File: config.mk
export PLATFORM = sky130hd
export DESIGN_NAME = geometry_plotter
export DESIGN_NICKNAME = d
export VERILOG_FILES = /design/src/rtl/geo_pkg.sv /design/src/rtl/plot_cmd_pkg.sv /design/src/rtl/geometry_plotter.sv /design/src/rtl/rect_engine.sv /design/src/rtl/plot_sequencer.sv /design/src/rtl/coord_regs.sv /design/src/rtl/cmd_fifo.sv
export SDC_FILE = /design/constraint.sdc
export NUM_CORES = 1
export LEC_CHECK = 0
export ABC_AREA = 1
export BUFFER_PORTS_ARGS = -buffer_cell sky130_fd_sc_hd__clkbuf_2
export CAP_MARGIN = 15
export CORE_AREA = 2 2 293 295
export CTS_CLUSTER_SIZE = 14
export DETAILED_ROUTE_END_ITERATION = 16
export DIE_AREA = 0 0 295 297
export PLACE_DENSITY_LB_ADDON = 0.2
export SLEW_MARGIN = 20
export SYNTH_ARGS = -nofsm -noshare
export SYNTH_HDL_FRONTEND = slang
export SYNTH_SLANG_ARGS = --single-unit
File: constraint.sdc
create_clock -name clk -period 8.2 [get_ports clk]
set_input_delay 0 -clock clk [delete_from_list [all_inputs] [get_ports clk]]
set_output_delay 0 -clock clk [all_outputs]
set_load 0.02 [all_outputs]
File: src/rtl/geo_pkg.sv
package geo_pkg;

  localparam int N_POINTS = 4;                // x[0..3] / y[0..3]

  typedef logic [11:0] coord_t;               // unsigned screen coordinate

  typedef struct packed {
    coord_t x;
    coord_t y;
  } point_t;

  // inclusive upper bounds, lower bound is always 0
  typedef struct packed {
    coord_t max_x;
    coord_t max_y;
  } clip_t;

endpackage

File: src/rtl/plot_cmd_pkg.sv
package plot_cmd_pkg;

  // ******************************
  // host command word
  // ******************************
  typedef struct packed {
    logic [7:0] opcode;                       // upper byte selects the command
    logic [7:0] data8;                        // colour, mode or mask byte
  } host_word_t;

  // lower 12 bits carry a coordinate
  function automatic logic [11:0] data12(host_word_t w);
    return {w.opcode[3:0], w.data8};
  endfunction

  // opcode range bases
  localparam logic [7:0] OP_DRAW_LAST     = 8'h1F;  // 0x00..0x1F start a shape
  localparam logic [7:0] OP_RST_PXPASTE_M = 8'h5A;
  localparam logic [7:0] OP_RST_PXWRI_M   = 8'h5B;
  localparam logic [7:0] OP_CLIP_BASE     = 8'h5C;  // 0x5C..0x5F set clip window
  localparam logic [7:0] OP_SRCRW_P3      = 8'h70;
  localparam logic [7:0] OP_DSTRW_P3      = 8'h71;
  localparam logic [7:0] OP_SRCRW_P2      = 8'h72;
  localparam logic [7:0] OP_DSTRW_P2      = 8'h73;
  localparam logic [7:0] OP_SRCMADDR      = 8'h78;  // 0x78..0x7B
  localparam logic [7:0] OP_DSTMADDR      = 8'h7C;  // 0x7C..0x7F
  localparam logic [7:0] OP_XWR_BASE      = 8'h80;  // 0x80..0xBF write x[n]
  localparam logic [7:0] OP_YWR_BASE      = 8'hC0;  // 0xC0..0xFF write y[n]

  localparam logic [2:0] SHAPE_RECT = 3'd2;   // shape field, opcode bits 2:0
  localparam int         FILL_BIT   = 3;      // fill enable in draw opcodes

  // ******************************
  // pixel writer command
  // ******************************
  typedef enum logic [3:0] {
    PXWRI         = 4'd1,
    RST_PXWRI_M   = 4'd10,
    RST_PXPASTE_M = 4'd11,
    DSTRWDTH      = 4'd12,
    SRCRWDTH      = 4'd13,
    DSTMADDR      = 4'd14,
    SRCMADDR      = 4'd15
  } draw_func_e;

  typedef struct packed {
    draw_func_e  func;                        // bits 35:32
    logic [7:0]  color;                       // bits 31:24
    logic [11:0] word_y;                      // bits 23:12
    logic [11:0] word_x;                      // bits 11:0
  } draw_cmd_t;

endpackage
File: src/rtl/geometry_plotter.sv
`timescale 1ns/10ps

module geometry_plotter #(
  parameter int FIFO_DEPTH  = 16,
  parameter int FIFO_MARGIN = 4
) (
  input  logic                     clk,
  input  logic                     reset,
  input  logic                     host_wr,
  input  plot_cmd_pkg::host_word_t host_word,
  input  logic                     draw_busy,
  output logic                     fifo_cmd_busy,
  output logic                     load_cmd,
  output logic                     draw_cmd_rdy,
  output plot_cmd_pkg::draw_cmd_t  draw_cmd
);

  plot_cmd_pkg::host_word_t               head;
  logic                                   not_empty, pop;
  geo_pkg::point_t [geo_pkg::N_POINTS-1:0] pts;
  geo_pkg::clip_t                         clip;
  logic                                   rect_req, rect_fill, rect_ack;
  logic                                   pix_valid;
  geo_pkg::point_t                        pix;

  // ******************************
  // host command queue
  // ******************************
  cmd_fifo #(.FIFO_DEPTH(FIFO_DEPTH), .FIFO_MARGIN(FIFO_MARGIN)) fifo0 (
    .clk(clk), .reset(reset), .wr(host_wr), .wdata(host_word), .pop(pop),
    .head(head), .not_empty(not_empty), .almost_full(fifo_cmd_busy)
  );

  coord_regs regs0 (
    .clk(clk), .reset(reset), .load(pop), .word(head), .pts(pts), .clip(clip)
  );

  plot_sequencer seq0 (
    .clk(clk), .reset(reset), .head(head), .not_empty(not_empty),
    .draw_busy(draw_busy), .pts(pts), .pop(pop), .load_cmd(load_cmd),
    .rect_req(rect_req), .rect_fill(rect_fill), .rect_ack(rect_ack),
    .pix_valid(pix_valid), .pix(pix), .draw_cmd_rdy(draw_cmd_rdy), .draw_cmd(draw_cmd)
  );

  rect_engine rect0 (
    .clk(clk), .reset(reset), .rect_req(rect_req), .rect_fill(rect_fill),
    .rect_ack(rect_ack), .p0(pts[0]), .p1(pts[1]), .clip(clip),
    .draw_busy(draw_busy), .pix_valid(pix_valid), .pix(pix)
  );

endmodule

File: src/rtl/rect_engine.sv
`timescale 1ns/10ps

module rect_engine (
  input  logic            clk,
  input  logic            reset,
  input  logic            rect_req,
  input  logic            rect_fill,
  output logic            rect_ack,
  input  geo_pkg::point_t p0,
  input  geo_pkg::point_t p1,
  input  geo_pkg::clip_t  clip,
  input  logic            draw_busy,
  output logic            pix_valid,
  output geo_pkg::point_t pix
);

  typedef enum logic [1:0] {E_IDLE, E_RUN, E_ACK} estate_e;

  estate_e         state;
  geo_pkg::point_t cur;                         // current pen position
  geo_pkg::point_t start_pt, end_pt;            // latched corners
  geo_pkg::coord_t step_x, step_y;              // 1, 0 or -1 modulo 4096
  logic            fill_q;
  logic            in_win;
  logic            row_end, last_row, edge_row;

  assign in_win    = (cur.x <= clip.max_x) && (cur.y <= clip.max_y);
  assign pix_valid = (state == E_RUN) && in_win;  // clipped points never offered
  assign pix       = cur;
  assign rect_ack  = (state == E_ACK);
  assign row_end   = (cur.x == end_pt.x);
  assign last_row  = (cur.y == end_pt.y);
  assign edge_row  = (cur.y == start_pt.y) || last_row;

  // ******************************
  // row-by-row walk
  // ******************************
  always_ff @(posedge clk or posedge reset) begin
    if (reset) begin
      state    <= E_IDLE;
      cur      <= '0;
      start_pt <= '0;
      end_pt   <= '0;
      step_x   <= '0;
      step_y   <= '0;
      fill_q   <= 1'b0;
    end else begin
      case (state)
        E_IDLE: if (rect_req) begin
          cur      <= p0;
          start_pt <= p0;
          end_pt   <= p1;
          fill_q   <= rect_fill;
          step_x   <= (p1.x > p0.x) ? 12'd1 : (p1.x < p0.x) ? 12'hFFF : 12'd0;
          step_y   <= (p1.y > p0.y) ? 12'd1 : (p1.y < p0.y) ? 12'hFFF : 12'd0;
          state    <= E_RUN;
        end
        E_RUN: if (!draw_busy) begin                 // hold position while paused
          if (row_end) begin
            if (last_row) state <= E_ACK;            // final pixel consumed
            else begin
              cur.x <= start_pt.x;                   // back to row start
              cur.y <= cur.y + step_y;
            end
          end else if (fill_q || edge_row) begin
            cur.x <= cur.x + step_x;
          end else begin
            cur.x <= end_pt.x;                       // outline, skip the interior
          end
        end
        E_ACK:   if (!rect_req) state <= E_IDLE;   // wait for req to drop
        default: state <= E_IDLE;
      endcase
    end
  end

  // done is only signalled inside an open request
  a_ack_needs_req: assert property (@(posedge clk) disable iff (reset)
    $rose(rect_ack) |-> rect_req);

endmodule

File: src/rtl/plot_sequencer.sv
`timescale 1ns/10ps

module plot_sequencer (
  input  logic                                    clk,
  input  logic                                    reset,
  input  plot_cmd_pkg::host_word_t                head,
  input  logic                                    not_empty,
  input  logic                                    draw_busy,
  input  geo_pkg::point_t [geo_pkg::N_POINTS-1:0] pts,
  output logic                                    pop,
  output logic                                    load_cmd,
  output logic                                    rect_req,
  output logic                                    rect_fill,
  input  logic                                    rect_ack,
  input  logic                                    pix_valid,
  input  geo_pkg::point_t                         pix,
  output logic                                    draw_cmd_rdy,
  output plot_cmd_pkg::draw_cmd_t                 draw_cmd
);

  typedef enum logic [1:0] {S_IDLE, S_REQ, S_DROP} state_e;

  state_e                  state;
  logic [7:0]              pen_color;
  logic                    fill_q;
  logic                    send;
  logic                    start_rect;
  plot_cmd_pkg::draw_cmd_t nxt_cmd;
  geo_pkg::point_t         sel_pt;
  logic [7:0]              d8;

  assign load_cmd  = (state == S_IDLE);
  assign rect_req  = (state == S_REQ);
  assign rect_fill = fill_q;
  assign pop       = not_empty && load_cmd && !draw_busy;
  assign sel_pt    = pts[head.opcode[1:0]];     // point for address setup
  assign d8        = head.data8;

  // ******************************
  // command decode
  // ******************************
  always_comb begin
    send       = 1'b0;
    start_rect = 1'b0;
    nxt_cmd    = draw_cmd;
    if (pop) begin
      send = 1'b1;                                                // cleared below if no output
      case (head.opcode) inside
        [plot_cmd_pkg::OP_DSTMADDR : plot_cmd_pkg::OP_DSTMADDR + 8'd3]:
          nxt_cmd = {plot_cmd_pkg::DSTMADDR, d8, sel_pt.y, sel_pt.x};
        [plot_cmd_pkg::OP_SRCMADDR : plot_cmd_pkg::OP_SRCMADDR + 8'd3]:
          nxt_cmd = {plot_cmd_pkg::SRCMADDR, d8, sel_pt.y, sel_pt.x};
        plot_cmd_pkg::OP_DSTRW_P2: nxt_cmd = {plot_cmd_pkg::DSTRWDTH, d8, pts[2].y, pts[2].x};
        plot_cmd_pkg::OP_DSTRW_P3: nxt_cmd = {plot_cmd_pkg::DSTRWDTH, d8, pts[3].y, pts[3].x};
        plot_cmd_pkg::OP_SRCRW_P2: nxt_cmd = {plot_cmd_pkg::SRCRWDTH, d8, pts[2].y, pts[2].x};
        plot_cmd_pkg::OP_SRCRW_P3: nxt_cmd = {plot_cmd_pkg::SRCRWDTH, d8, pts[3].y, pts[3].x};
        plot_cmd_pkg::OP_RST_PXWRI_M:                               // mask colour spread
          nxt_cmd = {plot_cmd_pkg::RST_PXWRI_M, d8, d8, d8[7:4], 4'h0, d8[3:0], d8[7:4]};
        plot_cmd_pkg::OP_RST_PXPASTE_M:
          nxt_cmd = {plot_cmd_pkg::RST_PXPASTE_M, d8, d8, d8[7:4], 4'h0, d8[3:0], d8[7:4]};
        [8'h00 : plot_cmd_pkg::OP_DRAW_LAST]: begin
          send       = 1'b0;
          start_rect = (head.opcode[2:0] == plot_cmd_pkg::SHAPE_RECT);  // other shapes dropped
        end
        default: send = 1'b0;                                       // coord, clip, unused
      endcase
    end else if (pix_valid && !draw_busy) begin
      send    = 1'b1;                                               // engine pixel taken
      nxt_cmd = {plot_cmd_pkg::PXWRI, pen_color, pix.y, pix.x};
    end
  end

  // ******************************
  // four-phase start of the rectangle engine
  // ******************************
  always_ff @(posedge clk or posedge reset) begin
    if (reset) begin
      state        <= S_IDLE;
      pen_color    <= '0;
      fill_q       <= 1'b0;
      draw_cmd_rdy <= 1'b0;
    end else begin
      draw_cmd_rdy <= send;                     // one-cycle pulse
      case (state)
        S_IDLE: if (start_rect) begin
          pen_color <= d8;
          fill_q    <= head.opcode[plot_cmd_pkg::FILL_BIT];
          state     <= S_REQ;
        end
        S_REQ:   if (rect_ack) state <= S_DROP;   // last row done
        S_DROP:  if (!rect_ack) state <= S_IDLE;  // handshake closed
        default: state <= S_IDLE;
      endcase
    end
  end

  always_ff @(posedge clk) begin
    if (send) draw_cmd <= nxt_cmd;              // held between pulses
  end

  // a paused pixel writer never sees a pulse
  a_busy_pause: assert property (@(posedge clk) disable iff (reset)
    draw_busy |=> !draw_cmd_rdy);

endmodule

File: src/rtl/coord_regs.sv
`timescale 1ns/10ps

module coord_regs (
  input  logic                                       clk,
  input  logic                                       reset,
  input  logic                                       load,   // word popped this cycle
  input  plot_cmd_pkg::host_word_t                   word,
  output geo_pkg::point_t [geo_pkg::N_POINTS-1:0]    pts,
  output geo_pkg::clip_t                             clip
);

  logic [7:0]  op;
  logic [11:0] d12;
  logic [1:0]  clip_sel;
  logic        is_clip;

  assign op       = word.opcode;
  assign d12      = plot_cmd_pkg::data12(word);
  assign clip_sel = ~op[1:0];                   // 0x5F -> point 0, 0x5C -> point 3
  assign is_clip  = (op >= plot_cmd_pkg::OP_CLIP_BASE) &&
                    (op <= plot_cmd_pkg::OP_CLIP_BASE + 8'd3);

  // ******************************
  // coordinate and window registers
  // ******************************
  always_ff @(posedge clk or posedge reset) begin
    if (reset) begin
      pts  <= '0;
      clip <= '0;
    end else if (load) begin
      if (op >= plot_cmd_pkg::OP_YWR_BASE) begin
        pts[op[5:4]].y <= d12;                  // y[n] write
      end else if (op >= plot_cmd_pkg::OP_XWR_BASE) begin
        pts[op[5:4]].x <= d12;                  // x[n] write
      end else if (is_clip) begin
        clip.max_x <= pts[clip_sel].x;          // window taken from a stored point
        clip.max_y <= pts[clip_sel].y;
      end
    end
  end

endmodule

File: src/rtl/cmd_fifo.sv
`timescale 1ns/10ps

module cmd_fifo #(
  parameter int FIFO_DEPTH  = 16,
  parameter int FIFO_MARGIN = 4
) (
  input  logic                    clk,
  input  logic                    reset,
  input  logic                    wr,
  input  plot_cmd_pkg::host_word_t wdata,
  input  logic                    pop,
  output plot_cmd_pkg::host_word_t head,
  output logic                    not_empty,
  output logic                    almost_full
);

  localparam int AW = $clog2(FIFO_DEPTH);       // pointer width
  localparam int CW = $clog2(FIFO_DEPTH + 1);   // count width, holds DEPTH

  plot_cmd_pkg::host_word_t mem [FIFO_DEPTH];
  logic [AW-1:0] wr_ptr, rd_ptr;
  logic [CW-1:0] count;
  logic          full;
  logic          wr_ok, rd_ok;

  assign full        = (count == CW'(FIFO_DEPTH));
  assign not_empty   = (count != '0);
  assign wr_ok       = wr && !full;             // overflow guard, extra word dropped
  assign rd_ok       = pop && not_empty;        // underflow guard
  assign head        = mem[rd_ptr];             // show-ahead
  assign almost_full = (count >= CW'(FIFO_DEPTH - FIFO_MARGIN));

  always_ff @(posedge clk) begin
    if (wr_ok) mem[wr_ptr] <= wdata;
  end

  always_ff @(posedge clk or posedge reset) begin
    if (reset) begin
      wr_ptr <= '0;
      rd_ptr <= '0;
      count  <= '0;
    end else begin
      if (wr_ok) wr_ptr <= (wr_ptr == AW'(FIFO_DEPTH - 1)) ? '0 : wr_ptr + 1'b1;
      if (rd_ok) rd_ptr <= (rd_ptr == AW'(FIFO_DEPTH - 1)) ? '0 : rd_ptr + 1'b1;
      if (wr_ok && !rd_ok)      count <= count + 1'b1;
      else if (rd_ok && !wr_ok) count <= count - 1'b1;
    end
  end

  // host must respect the busy flag margin
  a_no_overflow: assert property (@(posedge clk) disable iff (reset) wr |-> !full);
  // sequencer pops only a visible head word
  a_no_underflow: assert property (@(posedge clk) disable iff (reset) pop |-> not_empty);

endmodule

Yosys cells after proc, flatten, opt, wreduce, memory -nomap -nowiden
Memory sizes are Yosys's and may differ from the RTL's.
Index checks and enable logic that the tools add are counted.
Word-level totals
  register bits after elaboration: 280
  bits in writable memories: 256
  input port bits: 20
  word-level logic and storage cells: 195
  memories kept: 1
Cells by class
  $add $sub $neg: 6
  magnitude comparators: 21
  eq/ne operators: 28
  multiplexer cells: 69
  bitwise gates (word level): 3
  reduce and logical (&&, ||, !) cells: 36
Memory list
  fifo0.mem: words 16, bits a word 16, read ports 1, clocked after Yosys merged registers in 0, wr ports 1, RTL line cmd_fifo.sv:20  | plot_cmd_pkg::host_word_t mem [FIFO_DEPTH];
Operator list (count)
  two-way mux 36 bit: 10
  bitwise mux 96 bit: 2
  two-way mux 96 bit: 2
  two-way mux 24 bit: 6
  binary-select mux 24 bit (select 2 bit): 2
  demux 24 bit (select 2 bit): 2
  two-way mux 12 bit: 8
  equality test 8 x 7 -> 1 bit (second input constant): 6
  one-hot mux 24 bit (2 select lines): 1
  equality test 12 bit: 3
  adder 12 bit: 2
  greater-or-equal comparator 8 x 7 -> 1 bit (second input constant): 3
  > comparator 12 bit: 2
  less-or-equal comparator 12 bit: 2
  less-or-equal comparator 8 x 7 -> 1 bit (second input constant): 3
  less-than comparator 12 bit: 2
  two-way mux 1 bit: 22
  greater-or-equal comparator 8 bit (second input constant): 2
  two-way mux 2 bit: 8
  logical AND 1 bit: 14
  inequality test 2 bit (second input constant): 6
  one-hot mux 2 bit (3 select lines): 2
  two-way mux 5 bit: 2
  AND reduction 5 bit: 2
  other kinds (27): 49

Longest topological paths before layout
An unclocked memory read counts as a cell.
  depth in word-level cells: 15
  mapped depth: 23
  depth with buffers taken out: 18

Modules after synthesis
Synthesis repeated with hierarchy kept, for this count alone.
Second synthesis, totals
  cell total of the unflattened synthesis: 3430
  area, all modules: 27873.0 µm²
By module, submodules not included
  cmd_fifo: times used 1, cells an instance 1220, area each 12060.3 µm², seq. area each 8012.7 µm²
  rect_engine: times used 1, cells an instance 896, area each 6326.1 µm², seq. area each 1976.9 µm²
  coord_regs: times used 1, cells an instance 724, area each 5754.3 µm², seq. area each 3002.9 µm²
  plot_sequencer: times used 1, cells an instance 590, area each 3732.3 µm², seq. area each 1381.3 µm²

Worst setup path before layout
OpenSTA, ideal clock, no wires.
  kind: register to register
  start point: reg fifo0.rd_ptr[0]
  end point: reg, netlist name seq0.draw_cmd[0]
  arrival time: 3.624 ns
  required time: 7.761 ns
  slack: 4.137 ns
  stages on the path, launching flop included: 19
  buffers on the path: 5
  period minus slack after synthesis: 4.063 ns
  path through: dfrtp_1 > buf_4 > inv_2 > buf_6 > buf_6 > buf_6 > nand2_1 > nand3_1 > nand3_1 > nand3_1 > nand2_1 > inv_2 > nand2_1 > nor2_1 > nand2_2 > nand2_4 > buf_6 > nor3_1 > a21boi_1
Between the ends
  word-level cells in the longest chain between the ends: 12
  elaborated cells between the ends (all ways): 24
RTL lines
  start: declaration: RTL line cmd_fifo.sv:21  | logic [AW-1:0] wr_ptr, rd_ptr;
  start signal: assignment: RTL line cmd_fifo.sv:44  | if (rd_ok) rd_ptr <= (rd_ptr == AW'(FIFO_DEPTH - 1)) ? '0 : rd_ptr + 1'b1;
  memory read (16 x 16 bit) (*)
  equality test 8 x 7 -> 1 bit (no source line)
  two-way mux 1 bit (8 in series): RTL line plot_sequencer.sv:48  | case (head.opcode) inside
  two-way mux 1 bit: RTL line plot_sequencer.sv:46  | if (pop) begin
  AND reduction 3 bit (no source line) (*)
Every way passes the cells marked *; elsewhere a longest branch is shown, timed or not.
A chain may end at the register's enable or synchronous reset.

Worst setup path after layout
  start point: reg fifo0.rd_ptr[0]
  end point: reg, netlist name seq0.draw_cmd[23]
Between the ends
  word-level cells in the longest chain between the ends: 12
  elaborated cells between the ends (all ways): 24
RTL lines (RTL line)
  memory read (16 x 16 bit) (*)
  equality test 8 x 7 -> 1 bit (no source line)
  two-way mux 1 bit (8 in series): plot_sequencer.sv:48
  two-way mux 1 bit: plot_sequencer.sv:46
  AND reduction 3 bit (no source line) (*)
Marked as above.

==> impl_metrics.ini <==
[worst_setup_path]
worstSetupEndpointType = flop
r2r_cells = 15
worstPathMaxFanout = 72
crit_path_start_kind = flop
critPathRequiredTime_ns = 8.49
regToRegSetupSlack_ns = 2.30
worstReg2RegStart = fifo0.rd_ptr[0]$_DFFE_PP0P_
crit_type = flop to flop
crit_arrival_ns = 6.19
r2r-end = seq0.draw_cmd[23]$_DFFE_PP_

[logic_synthesis]
synth_most_common_cell = nand2_1
yosysSeqAreaShare_pct = 57.02
yosysTopAreaCell = edfxtp_1
async_flop_share_pct = 43.41
synthCells = 2700
syn_area_um2 = 25210
synth_nets = 2802
netlist_top_cells_area = edfxtp_1 (35%), dfrtp_1 (22%), nand2_1 (11%), o21ai_0 (6.1%), ha_1 (3.9%)
synthFlopType = edfxtp_1
avgSynthCellArea_um2 = 9.337
synthTopCellsByCount = nand2_1 (745), o21ai_0 (307), edfxtp_1 (292)
synth-seq-cells = 516
ys.warnings.count = 0
synth_edf_count = 292
synth_cell_types = 46
synth_top_area_share_pct = 34.78

[job]
max_cap_violations = 0

[die]
ios = 59
core_area_um2 = 84480
dieHeight_um = 297
die_w_um = 295
design.die.area_um2 = 87620
rows = 107
initial_core_util_pct = 29.84

[timing]
rsz0062_at_grt = no
slew_headroom_pct = 20.55
hold_violations = 0
final.setup.tns_ns = 0
drv_slew = 0
whs_ns = 0.03325
finalWorstSetupSlack_ns = 2.299
setup_viol = 0
tightest_slew_ns = 1.190
min_period_ns = 5.901
finClkSkew_ns = 0.02884
clock.fmax_mhz = 169.5
post-route-period-util_pct = 71.96

[clock_tree]
ctsHoldBuffers = 19
post_cts_buffers = 0
cts_tree = yes
cts.htree.levels = 2
clock_sinks = 516
clk_pin_slew_ns = 0.06
cts_inserted_buffers = 58
clk_latency_ns = 0.62
clock_path_buffers = 3
cts_resized = 0
cts_root_buffer = clkbuf_16

[detailed_routing]
totalWireLength_um = 76120
ant_nets = 0
drc_errors = 0
drt-wirelength-per-cell_um = 19.40
via_per_inst = 4.908
drt_iter0_markers = 1619
drtPass1Iterations = 6
vias = 19260

[placement]
dp_hpwl_um = 48890
post-place-ws_ns = 2.262
port_buffers = 58
gp_congestion = 0.8380

[pwr]
power_frac_comb_pct = 45.1
p_leak_uw = 0.01203
seqPwrFrac_pct = 34.0
p_int_uw = 6590
swShare_pct = 45.99
power.density_nw_per_um2 = 425.5
switchingPower_uw = 5612
vdd_drop_max_mv = 0.3439
clock_power_share_pct = 20.9

[grt]
grt_pass1_vias = 18770
grt_pass1_wl_um = 115900
overflow = 0
antenna_found_initial = 5
track_usage_pct = 17.20
grt_max_degree = 105

[finish]
final_core_util_pct = 33.95
areaGrowthSynthToFinish_pct = 13.76
layout.nets = 2835
drive_gt1_share_pct = 7.811

[worst_hold_path]
hp-class = input pin to async pin

[run_status]
outcome = finished clean
==> flip-flops by register name (all words and copies together) (netlist names) <==
name               count
fifo0.count            5
regs0.pts             96
fifo0.mem            256
rect0.end_pt          24
seq0.draw_cmd_rdy      1
rect0.start_pt        24
seq0.draw_cmd         36
seq0.state             2
rect0.step_x           2
fifo0.wr_ptr           4
seq0.rect_fill         1
fifo0.rd_ptr           4
rect0.step_y           2
rect0.state            2
regs0.clip            24
rect0.fill_q           1
seq0.pen_color         8
rect0.pix             24
==> cell families (layout without fill, tap and decap cells) <==
kind of cell / count (synthesis) / in the layout / synth area share (%)
AOI/OAI and AO/OA: 583 / 583 / 13.21
xor gates and xnor gates: 56 / 56 / 1.946
adders and majority gates: 82 / 82 / 4.159
buffers and inverters: 367 / 445 / 6.015
DFF: 516 / 516 / 57.02
other: 0 / 2 / 0
and+or+nand+nor: 1096 / 1096 / 17.66
==> how the worst max path moves through the flow <==
stage	startpoint	depth (start not counted)	slack (ns)	end
after floorplan	reset	1	2.07	fifo0.count[0]$_DFFE_PP0P_
after global placement	fifo0.rd_ptr[0]$_DFFE_PP0P_	15	2.40	seq0.draw_cmd[15]$_DFFE_PP_
after detailed placement	fifo0.rd_ptr[0]$_DFFE_PP0P_	15	2.26	seq0.draw_cmd[15]$_DFFE_PP_
after CTS	fifo0.rd_ptr[0]$_DFFE_PP0P_	15	2.30	seq0.draw_cmd[17]$_DFFE_PP_
after global routing	fifo0.rd_ptr[0]$_DFFE_PP0P_	15	1.82	seq0.draw_cmd[14]$_DFFE_PP_
final	fifo0.rd_ptr[0]$_DFFE_PP0P_	15	2.30	seq0.draw_cmd[23]$_DFFE_PP_
==> placed cells by master, fill, tap and decap left out, drive strengths merged <==
cell type,synthesis,routed
bufinv,0,3
dfrtp,224,224
a211oi,1,1
nand3b,2,2
a21oi,113,113
clkinvlp,0,2
a21boi,3,3
xnor2,19,19
a31oi,12,12
nand3,127,127
nor3,15,15
fa,3,3
o21bai,3,3
o211ai,23,23
or2,1,1
o21ai,314,314
o221ai,35,35
ha,79,79
diode,0,2
inv,229,228
o22ai,25,25
clkbuf,82,144
a21o,1,1
nand2,756,756
nand4,16,16
o31ai,1,1
o21a,5,5
dlygate4sd3,0,19
nor4,6,6
buf,53,31
clkinv,3,18
a22oi,32,32
xor2,37,37
nor2,173,173
edfxtp,292,292
o2111ai,15,15
==> per-stage QoR <==
step / area [um^2] / power, uW / instances
2_1_floorplan: 25210 / 7752 / 2700
3_3_place_gp: 26630 / 9578 / 3798
3_5_place_dp: 26630 / 9673 / 3798
4_1_cts: 28670 / 12280 / 3922
5_1_grt: 28680 / 13090 / 3924
6_report: 28680 / 12200 / 3924
==> power by group through the flow <==
stage | sequential [uW] | clock [uW] | combinational, uW
3_3_place_gp | 4180 | 0 | 5400
6_report | 4150 | 2550 | 5500
4_1_cts | 4150 | 2610 | 5520
3_5_place_dp | 4190 | 0 | 5480
2_1_floorplan | 4030 | 0 | 3720
5_1_grt | 4240 | 2720 | 6130
==> metal layers <==
layer  vias up  GRT usage [%]  part of all wire [%]
met1      9391          23.60                    45
met2       504          28.41                    48
met5         -              0                 0.014
li1       9255              -                     -
met3       107          2.428                   5.1
met4         2          4.495                   2.3
==> cell type report <==
class	count	area (um^2)
fill	8656	55800
sequential	516	14380
multi-input combinational	1817	9415
clock buffer	86	1680
tap	1144	1431
inverter	232	879.6
timing repair buffer	108	716.9
clock inverter	19	172.7
antenna	2	5.005
==> critical path: stages, from the launching register on <==
cell	delay [ns]
dfrtp_4	0.84
buf_4	0.71
nand2_1	0.13
nand2_1	0.10
nand2_1	0.05
nand3_1	0.07
nand3_1	0.08
nand2_1	0.23
nand2_1	0.08
buf_4	0.28
inv_1	0.54
nand3_4	0.40
nand2_2	0.62
nor3_1	0.19
a21boi_4	0.69
buf_4	0.43
No activity file was read; power rests on OpenSTA's default activity.
